## src/predecode_pkg.sv

```systemverilog
package predecode_pkg;

    localparam int VADDR_W = 32;
    localparam int FSQ_W = 4;

    // branch class of a block prediction or of one decoded lane.
    typedef enum logic [1:0] {
        CONDITION = 2'd0,
        DIRECT    = 2'd1,
        INDIRECT  = 2'd2
    } br_type_e;

    // return-address-stack hint for a jump.
    typedef enum logic [1:0] {
        NONE     = 2'd0,
        PUSH     = 2'd1,
        POP      = 2'd2,
        POP_PUSH = 2'd3
    } ras_type_e;

    // result of predecoding one lane, 38 bits wide.
    typedef struct packed {
        logic               is_branch;
        logic               is_direct;
        br_type_e           br_type;
        ras_type_e          ras_type;
        logic [VADDR_W-1:0] target;
    } pd_info_t;

endpackage

```

## src/fetch_predecode_top.sv

```systemverilog
`timescale 1ns/1ps

module fetch_predecode_top
    import predecode_pkg::*;
#(
    parameter int BLOCK_INSTS = 4,
    parameter int QUEUE_DEPTH = 16
) (
    input  logic                             clk,
    input  logic                             rst,
    input  logic                             flush,
    input  logic                             in_valid,
    output logic                             in_ready,
    input  logic [VADDR_W-1:0]               in_start_addr,
    input  logic [$clog2(BLOCK_INSTS)-1:0]   in_size,
    input  logic                             in_taken,
    input  br_type_e                         in_br_type,
    input  logic [VADDR_W-1:0]               in_target,
    input  logic [FSQ_W-1:0]                 in_fsq_idx,
    input  logic [BLOCK_INSTS-1:0][31:0]     in_data,
    output logic                             redirect_valid,
    output logic [FSQ_W-1:0]                 redirect_fsq_idx,
    output logic [VADDR_W-1:0]               redirect_target,
    output logic [$clog2(BLOCK_INSTS)-1:0]   redirect_size,
    output logic                             redirect_taken,
    output ras_type_e                        redirect_ras,
    output logic                             out_valid,
    input  logic                             out_ready,
    output logic [31:0]                      out_inst,
    output logic [VADDR_W-1:0]               out_pc
);

    logic                                 push_valid;
    logic [$clog2(BLOCK_INSTS+1)-1:0]     push_count;
    logic [BLOCK_INSTS-1:0][31:0]         push_inst;
    logic [VADDR_W-1:0]                   push_pc_base;
    logic [$clog2(2*BLOCK_INSTS+1)-1:0]   free_count;

    predecode_stage #(
        .BLOCK_INSTS (BLOCK_INSTS)
    ) u_stage (
        .clk              (clk),
        .rst              (rst),
        .flush            (flush),
        .in_valid         (in_valid),
        .in_ready         (in_ready),
        .in_start_addr    (in_start_addr),
        .in_size          (in_size),
        .in_taken         (in_taken),
        .in_br_type       (in_br_type),
        .in_target        (in_target),
        .in_fsq_idx       (in_fsq_idx),
        .in_data          (in_data),
        .free_count       (free_count),
        .redirect_valid   (redirect_valid),
        .redirect_fsq_idx (redirect_fsq_idx),
        .redirect_target  (redirect_target),
        .redirect_size    (redirect_size),
        .redirect_taken   (redirect_taken),
        .redirect_ras     (redirect_ras),
        .push_valid       (push_valid),
        .push_count       (push_count),
        .push_inst        (push_inst),
        .push_pc_base     (push_pc_base)
    );

    inst_queue #(
        .BLOCK_INSTS (BLOCK_INSTS),
        .QUEUE_DEPTH (QUEUE_DEPTH)
    ) u_queue (
        .clk          (clk),
        .rst          (rst),
        .flush        (flush),
        .push_valid   (push_valid),
        .push_count   (push_count),
        .push_inst    (push_inst),
        .push_pc_base (push_pc_base),
        .free_count   (free_count),
        .out_valid    (out_valid),
        .out_inst     (out_inst),
        .out_pc       (out_pc),
        .out_ready    (out_ready)
    );

endmodule

```

## src/inst_queue.sv

```systemverilog
`timescale 1ns/1ps

module inst_queue
    import predecode_pkg::*;
#(
    parameter int BLOCK_INSTS = 4,
    parameter int QUEUE_DEPTH = 16
) (
    input  logic                                 clk,
    input  logic                                 rst,
    input  logic                                 flush,
    input  logic                                 push_valid,
    input  logic [$clog2(BLOCK_INSTS+1)-1:0]     push_count,
    input  logic [BLOCK_INSTS-1:0][31:0]         push_inst,
    input  logic [VADDR_W-1:0]                   push_pc_base,
    output logic [$clog2(2*BLOCK_INSTS+1)-1:0]   free_count,
    output logic                                 out_valid,
    output logic [31:0]                          out_inst,
    output logic [VADDR_W-1:0]                   out_pc,
    input  logic                                 out_ready
);

    localparam int PTR_W  = $clog2(QUEUE_DEPTH);
    localparam int CNT_W  = $clog2(QUEUE_DEPTH+1);
    localparam int PUSH_W = $clog2(BLOCK_INSTS+1);
    localparam int FREE_W = $clog2(2*BLOCK_INSTS+1);

    logic [31:0]        mem_inst [QUEUE_DEPTH];
    logic [VADDR_W-1:0] mem_pc   [QUEUE_DEPTH];
    logic [PTR_W-1:0]   head;
    logic [PTR_W-1:0]   tail;
    logic [CNT_W-1:0]   count;
    logic [CNT_W-1:0]   free_slots;
    logic [CNT_W-1:0]   push_amt;
    logic               pop;

    assign out_valid = (count != '0);
    assign out_inst  = mem_inst[head];
    assign out_pc    = mem_pc[head];
    assign pop       = out_valid && out_ready;
    assign push_amt  = push_valid ? CNT_W'(push_count) : '0;

    // the stage only needs to know whether two blocks fit, so the value saturates there.
    assign free_slots = CNT_W'(QUEUE_DEPTH) - count;
    assign free_count = (free_slots >= CNT_W'(2 * BLOCK_INSTS)) ?
                        FREE_W'(2 * BLOCK_INSTS) : FREE_W'(free_slots);

    always_ff @(posedge clk or posedge rst) begin
        if (rst) begin
            head  <= '0;
            tail  <= '0;
            count <= '0;
        end else if (flush) begin
            head  <= '0;
            tail  <= '0;
            count <= '0;
        end else begin
            if (push_valid) begin
                tail <= tail + PTR_W'(push_count);
            end
            if (pop) begin
                head <= head + PTR_W'(1);
            end
            count <= count + push_amt - CNT_W'(pop);
        end
    end

    // entries land at consecutive slots, wrapping with the pointer width.
    always_ff @(posedge clk) begin
        if (push_valid && !flush) begin
            for (int i = 0; i < BLOCK_INSTS; i++) begin
                if (PUSH_W'(i) < push_count) begin
                    mem_inst[tail + PTR_W'(i)] <= push_inst[i];
                    mem_pc[tail + PTR_W'(i)]   <= push_pc_base + VADDR_W'(4 * i);
                end
            end
        end
    end

endmodule

```

## src/pre_decoder.sv

```systemverilog
`timescale 1ns/1ps

module pre_decoder
    import predecode_pkg::*;
(
    input  logic [31:0]        inst,
    input  logic [VADDR_W-1:0] pc,
    output pd_info_t           info
);

    logic [6:0]         opcode;
    logic [4:0]         rd;
    logic [4:0]         rs1;
    logic               is_jal;
    logic               is_jalr;
    logic               is_cond;
    logic               link_rd;
    logic               link_rs1;
    logic [VADDR_W-1:0] j_offset;

    assign opcode = inst[6:0];
    assign rd     = inst[11:7];
    assign rs1    = inst[19:15];

    assign is_jal  = (opcode == 7'b1101111);
    assign is_jalr = (opcode == 7'b1100111);
    assign is_cond = (opcode == 7'b1100011);

    // x1 and x5 are the link registers by the calling convention.
    assign link_rd  = (rd == 5'd1) || (rd == 5'd5);
    assign link_rs1 = (rs1 == 5'd1) || (rs1 == 5'd5);

    // the J-immediate is scattered over the upper bits and is always even.
    assign j_offset = {{(VADDR_W-20){inst[31]}}, inst[19:12], inst[20], inst[30:21], 1'b0};

    always_comb begin
        info.is_branch = is_jal || is_jalr || is_cond;
        info.is_direct = is_jal;
        info.target    = pc + j_offset;
        if (is_jal) begin
            info.br_type  = DIRECT;
            info.ras_type = link_rd ? PUSH : NONE;
        end else if (is_jalr) begin
            info.br_type  = INDIRECT;
            info.ras_type = ras_type_e'({link_rs1, link_rd});
        end else begin
            info.br_type  = CONDITION;
            info.ras_type = NONE;
        end
    end

endmodule

```

## src/predecode_stage.sv

```systemverilog
`timescale 1ns/1ps

module predecode_stage
    import predecode_pkg::*;
#(
    parameter int BLOCK_INSTS = 4
) (
    input  logic                                 clk,
    input  logic                                 rst,
    input  logic                                 flush,
    input  logic                                 in_valid,
    output logic                                 in_ready,
    input  logic [VADDR_W-1:0]                   in_start_addr,
    input  logic [$clog2(BLOCK_INSTS)-1:0]       in_size,
    input  logic                                 in_taken,
    input  br_type_e                             in_br_type,
    input  logic [VADDR_W-1:0]                   in_target,
    input  logic [FSQ_W-1:0]                     in_fsq_idx,
    input  logic [BLOCK_INSTS-1:0][31:0]         in_data,
    input  logic [$clog2(2*BLOCK_INSTS+1)-1:0]   free_count,
    output logic                                 redirect_valid,
    output logic [FSQ_W-1:0]                     redirect_fsq_idx,
    output logic [VADDR_W-1:0]                   redirect_target,
    output logic [$clog2(BLOCK_INSTS)-1:0]       redirect_size,
    output logic                                 redirect_taken,
    output ras_type_e                            redirect_ras,
    output logic                                 push_valid,
    output logic [$clog2(BLOCK_INSTS+1)-1:0]     push_count,
    output logic [BLOCK_INSTS-1:0][31:0]         push_inst,
    output logic [VADDR_W-1:0]                   push_pc_base
);

    localparam int IDX_W  = $clog2(BLOCK_INSTS);
    localparam int PUSH_W = $clog2(BLOCK_INSTS+1);
    localparam int FREE_W = $clog2(2*BLOCK_INSTS+1);

    pd_info_t [BLOCK_INSTS-1:0] lane_info;
    logic                       accept;

    logic                       valid_q;
    pd_info_t [BLOCK_INSTS-1:0] info_q;
    logic [BLOCK_INSTS-1:0][31:0] data_q;
    logic [VADDR_W-1:0]         start_addr_q;
    logic [IDX_W-1:0]           size_q;
    logic                       taken_q;
    br_type_e                   br_type_q;
    logic [VADDR_W-1:0]         target_q;
    logic [FSQ_W-1:0]           fsq_idx_q;
    logic [VADDR_W-1:0]         fall_q;

    logic [BLOCK_INSTS-1:0]     lane_valid;
    logic [BLOCK_INSTS-1:0]     jump_hit;
    logic [IDX_W-1:0]           first_idx;
    pd_info_t                   jal_info;
    pd_info_t                   tail_info;
    logic                       rule_a;
    logic                       rule_b;
    logic [IDX_W-1:0]           kept_last;

    // decode the incoming block so that only a lookup is left for the check cycle.
    for (genvar i = 0; i < BLOCK_INSTS; i++) begin : g_lane
        pre_decoder u_pre_decoder (
            .inst (in_data[i]),
            .pc   (in_start_addr + VADDR_W'(4 * i)),
            .info (lane_info[i])
        );
    end

    // two blocks of room means the block in the stage can always be pushed.
    assign in_ready = (free_count >= FREE_W'(2 * BLOCK_INSTS));
    assign accept   = in_valid && in_ready;

    always_ff @(posedge clk or posedge rst) begin
        if (rst) begin
            valid_q <= 1'b0;
        end else begin
            valid_q <= accept && !flush && !redirect_valid;
        end
    end

    always_ff @(posedge clk) begin
        if (accept) begin
            info_q       <= lane_info;
            data_q       <= in_data;
            start_addr_q <= in_start_addr;
            size_q       <= in_size;
            taken_q      <= in_taken;
            br_type_q    <= in_br_type;
            target_q     <= in_target;
            fsq_idx_q    <= in_fsq_idx;
            fall_q       <= in_start_addr + ((VADDR_W'(in_size) + VADDR_W'(1)) << 2);
        end
    end

    always_comb begin
        for (int i = 0; i < BLOCK_INSTS; i++) begin
            lane_valid[i] = (IDX_W'(i) <= size_q);
            jump_hit[i]   = lane_valid[i] && info_q[i].is_direct;
        end
    end

    // walking down from the top leaves the lowest jal selected.
    always_comb begin
        first_idx = '0;
        for (int i = BLOCK_INSTS - 1; i >= 0; i--) begin
            if (jump_hit[i]) begin
                first_idx = IDX_W'(i);
            end
        end
    end

    assign jal_info  = info_q[first_idx];
    assign tail_info = info_q[size_q];

    assign rule_a = (|jump_hit) &&
                    (!taken_q || (size_q != first_idx) || (br_type_q != DIRECT) ||
                     (target_q != jal_info.target));
    assign rule_b = taken_q && !tail_info.is_branch && !rule_a;

    assign redirect_valid   = valid_q && (rule_a || rule_b);
    assign redirect_fsq_idx = fsq_idx_q;
    assign redirect_target  = rule_a ? jal_info.target : fall_q;
    assign redirect_size    = rule_a ? first_idx : size_q;
    assign redirect_taken   = rule_a;
    assign redirect_ras     = rule_a ? jal_info.ras_type : NONE;

    // a missed jal cuts the block short; everything else keeps all valid lanes.
    assign kept_last    = rule_a ? first_idx : size_q;
    assign push_valid   = valid_q;
    assign push_count   = PUSH_W'(kept_last) + PUSH_W'(1);
    assign push_inst    = data_q;
    assign push_pc_base = start_addr_q;

endmodule
```

## config.mk

```make
export PLATFORM = sky130hd
export DESIGN_NAME = fetch_predecode_top
export DESIGN_NICKNAME = d
export VERILOG_FILES = /design/src/predecode_pkg.sv /design/src/fetch_predecode_top.sv /design/src/inst_queue.sv /design/src/pre_decoder.sv /design/src/predecode_stage.sv
export SDC_FILE = /design/constraint.sdc
export NUM_CORES = 2
export LEC_CHECK = 0
export BUFFER_PORTS_ARGS = -buffer_cell sky130_fd_sc_hd__buf_4
export CAP_MARGIN = 20
export CORE_MARGIN = 5
export CORE_UTILIZATION = 50
export DETAILED_ROUTE_END_ITERATION = 8
export PLACE_DENSITY = 0.66
export SYNTH_ARGS = -nofsm -noshare
export SYNTH_HDL_FRONTEND = slang
export SYNTH_SLANG_ARGS = --single-unit
```

## constraint.sdc

```tcl
create_clock -name clk -period 16.5 [get_ports clk]
set_clock_uncertainty 0.05 [all_clocks]
set_input_delay 1.65 -clock clk [delete_from_list [all_inputs] [get_ports clk]]
set_output_delay 1.65 -clock clk [all_outputs]
set_load 0.03 [all_outputs]
```

==> results.md <==
Detailed routing:
- After detailed routing, the average wire length per cell comes to ~31 um.
- The iteration-0 DRC count of the detailed router is 13300.
- The via count is a little under 80000.
- For this run, the detailed router's first-pass iteration total came to 9.
- The number of nets with antenna violations after detailed routing is 0.
- In the routed layout, each cell is associated on average with a via count of 6.85.
- For this run, design rule violations remaining after detail routing come to 4.
- The routed wire length is 356000 um.

Floorplan:
- The number of I/O pins is around 310.
- The effective utilization at floorplan is 0.504.
- Row generation in the floorplan step produced 155 rows.
- The placeable core region is 179000 um2.
- The die outline area is between 150000 and 200000 um2.
- The width of the die is around 430 um.
- The height of the die is about 430 um.

Cells and area:
- Of the cells placed in the final design, the portion with a size suffix greater than 1 is 0.140.
- At the end of the flow, the number of nets in the layout was a little over 9000.
- The most frequent standard cell in the layout excluding fill and tap cells is nand2_1.
- The layout has 15000 filler cells.
- The library cells used most frequently in the layout, excluding fill and tap cells, are nand2_1 (1824), edfxtp_1 (1395), a21oi_1 (1038).
- The area growth from synthesis to layout is 10.3%.

Pwr:
- The internal power is roughly 8600 uW.
- The share of total power in combinational logic is 0.336.
- The sequential share of power is 0.398.
- The peak ir drop on the vdd network is 0.000143 V.
- The areal power density over the cells is roughly 140 nW/um2.
- The clock network fraction of design power is 0.266.
- In this run the power spent charging and discharging nets is 5140 uW.
- The fraction of power spent switching nets is 0.374.
- The analysis attributes to cell leakage a power of between 0.03 and 0.04 uW.

STA:
- The number of max-slew violations in the final report came to 0.
- For the final routed database, the setup TNS stands at 0 ps.
- The number of setup violations in the final report is 0.
- Of the available clock period, the critical path in the final layout requires 0.525.
- The final worst setup slack is 7840 ps.
- Setup repair after global routing left no endpoint under its margin.
- The top achievable clock speed is approximately 120 MHz.
- The shortest period the worst path allows is between 8000 and 9000 ps.
- The final count of hold timing violations is 0.
- The slew at the pin with the worst max-slew slack is 1260 ps.
- The worst relative slew slack is 0.156.

Critical path:
- The type of origin of the critical path is a flip-flop.
- The worst flop-to-flop path startpoint is u_stage.size_q[1].
- The highest net fanout along the worst path is 81.
- At the worst endpoint, the arrival time is around 9100 ps.
- The register-to-register setup slack is approximately 8000 ps.
- The critical path in this run is classified as reg -> reg.
- The reg-to-reg endpoint is u_queue.mem_inst[4][10].
- The critical path capture point type is a flip-flop.
- Measured in cells, the most critical reg-to-reg path has a length of 20.
- Data on the critical path is required at its endpoint by between 15000 and 20000 ps.

Synthesis:
- The synthesized flop and latch total is 1409.
- The distinct cell type count of the synthesized netlist is 89.
- Counting flops with an async set or reset pin after synthesis yields a share of 0.00994.
- Yosys mapped a number of flops with a built-in enable equal to 1395.
- The number of standard cells after synthesis is 9175.
- The post-synthesis average cell area is just under 10 um2.
- The share of the Yosys chip area taken by registers is 0.470.
- The count of warnings emitted by yosys is 0.
- The main flop type after synthesis is edfxtp_1.
- The synthesized net count is around 9600.
- Summing every instance area after synthesis gives around 90000 um2.

Clock tree:
- Buffers inserted during clock tree synthesis total about 160.
- For the worst-skew pair, the clock arrives at the later sink with an insertion delay of ~840 ps.
- The number of setup buffers added after CTS is 0.
- The tree is rooted in a clkbuf_16.
- The quantity of hold-fixing buffers added after cts is 0.
- TritonCTS built the clock tree.
- The number of gates resized after CTS was 0.
- The clock passes through at most 3 buffers.
- After clock tree synthesis, the clock-pin slew on the worst setup and hold paths is around 70 ps.
- The clock net in this run drives a total of 1409 sinks.
- The depth of the CTS H-tree is 4.

Global route:
- The number of global-route vias before repair was between 70000 and 80000.
- The residual overflow from global routing is 0.
- Entering global routing, the biggest net connects roughly 170 pins.
- The wire length of the first global-routing pass is roughly 500000 um.
- For this run, the total global-route usage over all layers was measured as 0.367.
- The number of antenna violations at the first check in global routing is 19.

Worst hold path:
- The tightest min-delay check is of the reg -> reg type.
- The launch point of the worst hold path is u_queue.count[4].
- Counting instances, the worst hold path has a depth of 3.
- The path with the worst hold slack has its endpoint at u_queue.count[4].

Outcome:
- The final reports fail on DRC.
- The flow ran to the end, but the final reports show violations.

Placement:
- The pre-CTS worst setup slack is about 8000 ps.
- The detailed placement HPWL is ~230000 um.
- The final RePlAce weighted congestion is approximately 1.0.
- The count of port buffers added during placement is 313.

Run:
- Across the run, the number of max-cap violations was 0.
[Yosys cell counts, drive strengths merged, types with 39 or more instances]
cell type | instances | area [um2]
a211oi | 94 | 711
o211ai | 185 | 1390
nand2 | 1835 | 6890
edfxtp | 1395 | 41900
nand3 | 103 | 521
mux2i | 170 | 1700
or3 | 41 | 257
o21ai | 913 | 4570
a21oi | 1040 | 5210
a31oi | 45 | 282
a22oi | 39 | 293
a21o | 56 | 420
buf | 179 | 763
ha | 230 | 2880
xnor2 | 273 | 2390
clkbuf | 783 | 2940
inv | 95 | 357
o22ai | 106 | 663
nor2 | 532 | 2000
nor3 | 44 | 220
xor2 | 251 | 2200
mux4 | 342 | 7710
[critical path, cell delays in order, from the launching register on]
cell and delay (ps):
edfxtp_1 490, nor3b_4 230, buf_4 360, inv_2 260, nor2_4 550, buf_4 350
mux4_2 370, xor2_1 160, a2111oi_0 450, and4b_1 350, nand3_2 130, a21boi_1 330
a21o_1 150, ha_1 800, nand2_1 510, nor2_4 210, buf_4 920, nor2_1 190
o211ai_1 180, buf_4 390, buf_4 670
[state kept, by name, summed over array words and instances, names as in the netlist]
name and cells:
u_queue.count 5, u_queue.head 4, u_queue.mem_inst 512, u_queue.mem_pc 512
u_queue.tail 4, u_stage.br_type_q 2, u_stage.fall_q 32, u_stage.info_q 140
u_stage.push_inst 128, u_stage.push_pc_base 30, u_stage.push_valid 1, u_stage.redirect_fsq_idx 4
u_stage.size_q 2, u_stage.taken_q 1, u_stage.target_q 32
[logic make-up after synthesis]
| group | share of synthesized area |
|---|---|
| simple gates | 0.125 |
| compound gates | 0.167 |
| flops | 0.470 |
| buf+inv | 0.0452 |
| mux | 0.109 |
| xor+xnor | 0.0510 |
| fa+ha+maj | 0.0335 |
[per-layer routing]
| metal | share of wire | global-route usage | vias up | wire length [um] |
|---|---|---|---|---|
| li1 | - | - | 32900 | - |
| met3 | 0.14 | 0.102 | 1343 | 51100 |
| met2 | 0.43 | 0.545 | 6575 | 154000 |
| met4 | 0.075 | 0.235 | 10 | 26700 |
| met5 | 0.00019 | 0.00208 | - | 69 |
| met1 | 0.35 | 0.475 | 37300 | 124000 |
[worst max path at each step]
stage,startpoint,end,slack (ps),cells after the start
finish,u_stage.size_q[1],u_queue.mem_inst[4][10],7840,20
floorplan,in_valid,u_stage.push_valid,5130,2
CTS,u_stage.size_q[1],u_queue.mem_pc[4][21],8150,20
global placement,u_stage.size_q[0],u_queue.mem_pc[4][17],8270,18
detailed placement,u_stage.size_q[1],u_queue.mem_pc[4][23],8170,20
global route,u_stage.size_q[1],u_queue.mem_inst[4][10],7480,20
[metrics by stage]
stage	instances	cell area (um2)	power (uW)	utilization	hold slack, ps
floorplan	9175	90000	8440	-	532
global placement	11100	93700	9870	0.525	580
detailed placement	11100	93800	9980	0.525	572
CTS	11400	99000	13600	0.554	582
global route	11400	99200	14200	0.555	609
finish	11400	99200	13700	0.556	580
[power by group through the flow]
| stage | Clock, uW | Combinational (uW) | Sequential [uW] |
|---|---|---|---|
| floorplan | 0 | 3450 | 4990 |
| global placement | 0 | 4380 | 5500 |
| detailed placement | 0 | 4480 | 5500 |
| CTS | 3670 | 4500 | 5440 |
| global route | 3810 | 4940 | 5460 |
| finish | 3660 | 4620 | 5470 |
[cell type report]
| class | instances | area (um2) | share of cell area |
|---|---|---|---|
| clock inverter | 92 | 1030 | 0.0104 |
| inverter | 96 | 360 | 0.00363 |
| antenna | 12 | 30.0 | 0.000303 |
| tap | 2355 | 2950 | 0.0297 |
| sequential | 1409 | 42300 | 0.426 |
| multi-input combinational | 6708 | 44300 | 0.447 |
| clock buffer | 195 | 4170 | 0.0420 |
| timing repair buffer | 533 | 4140 | 0.0417 |
No activity file was read; power rests on OpenSTA's default activity.
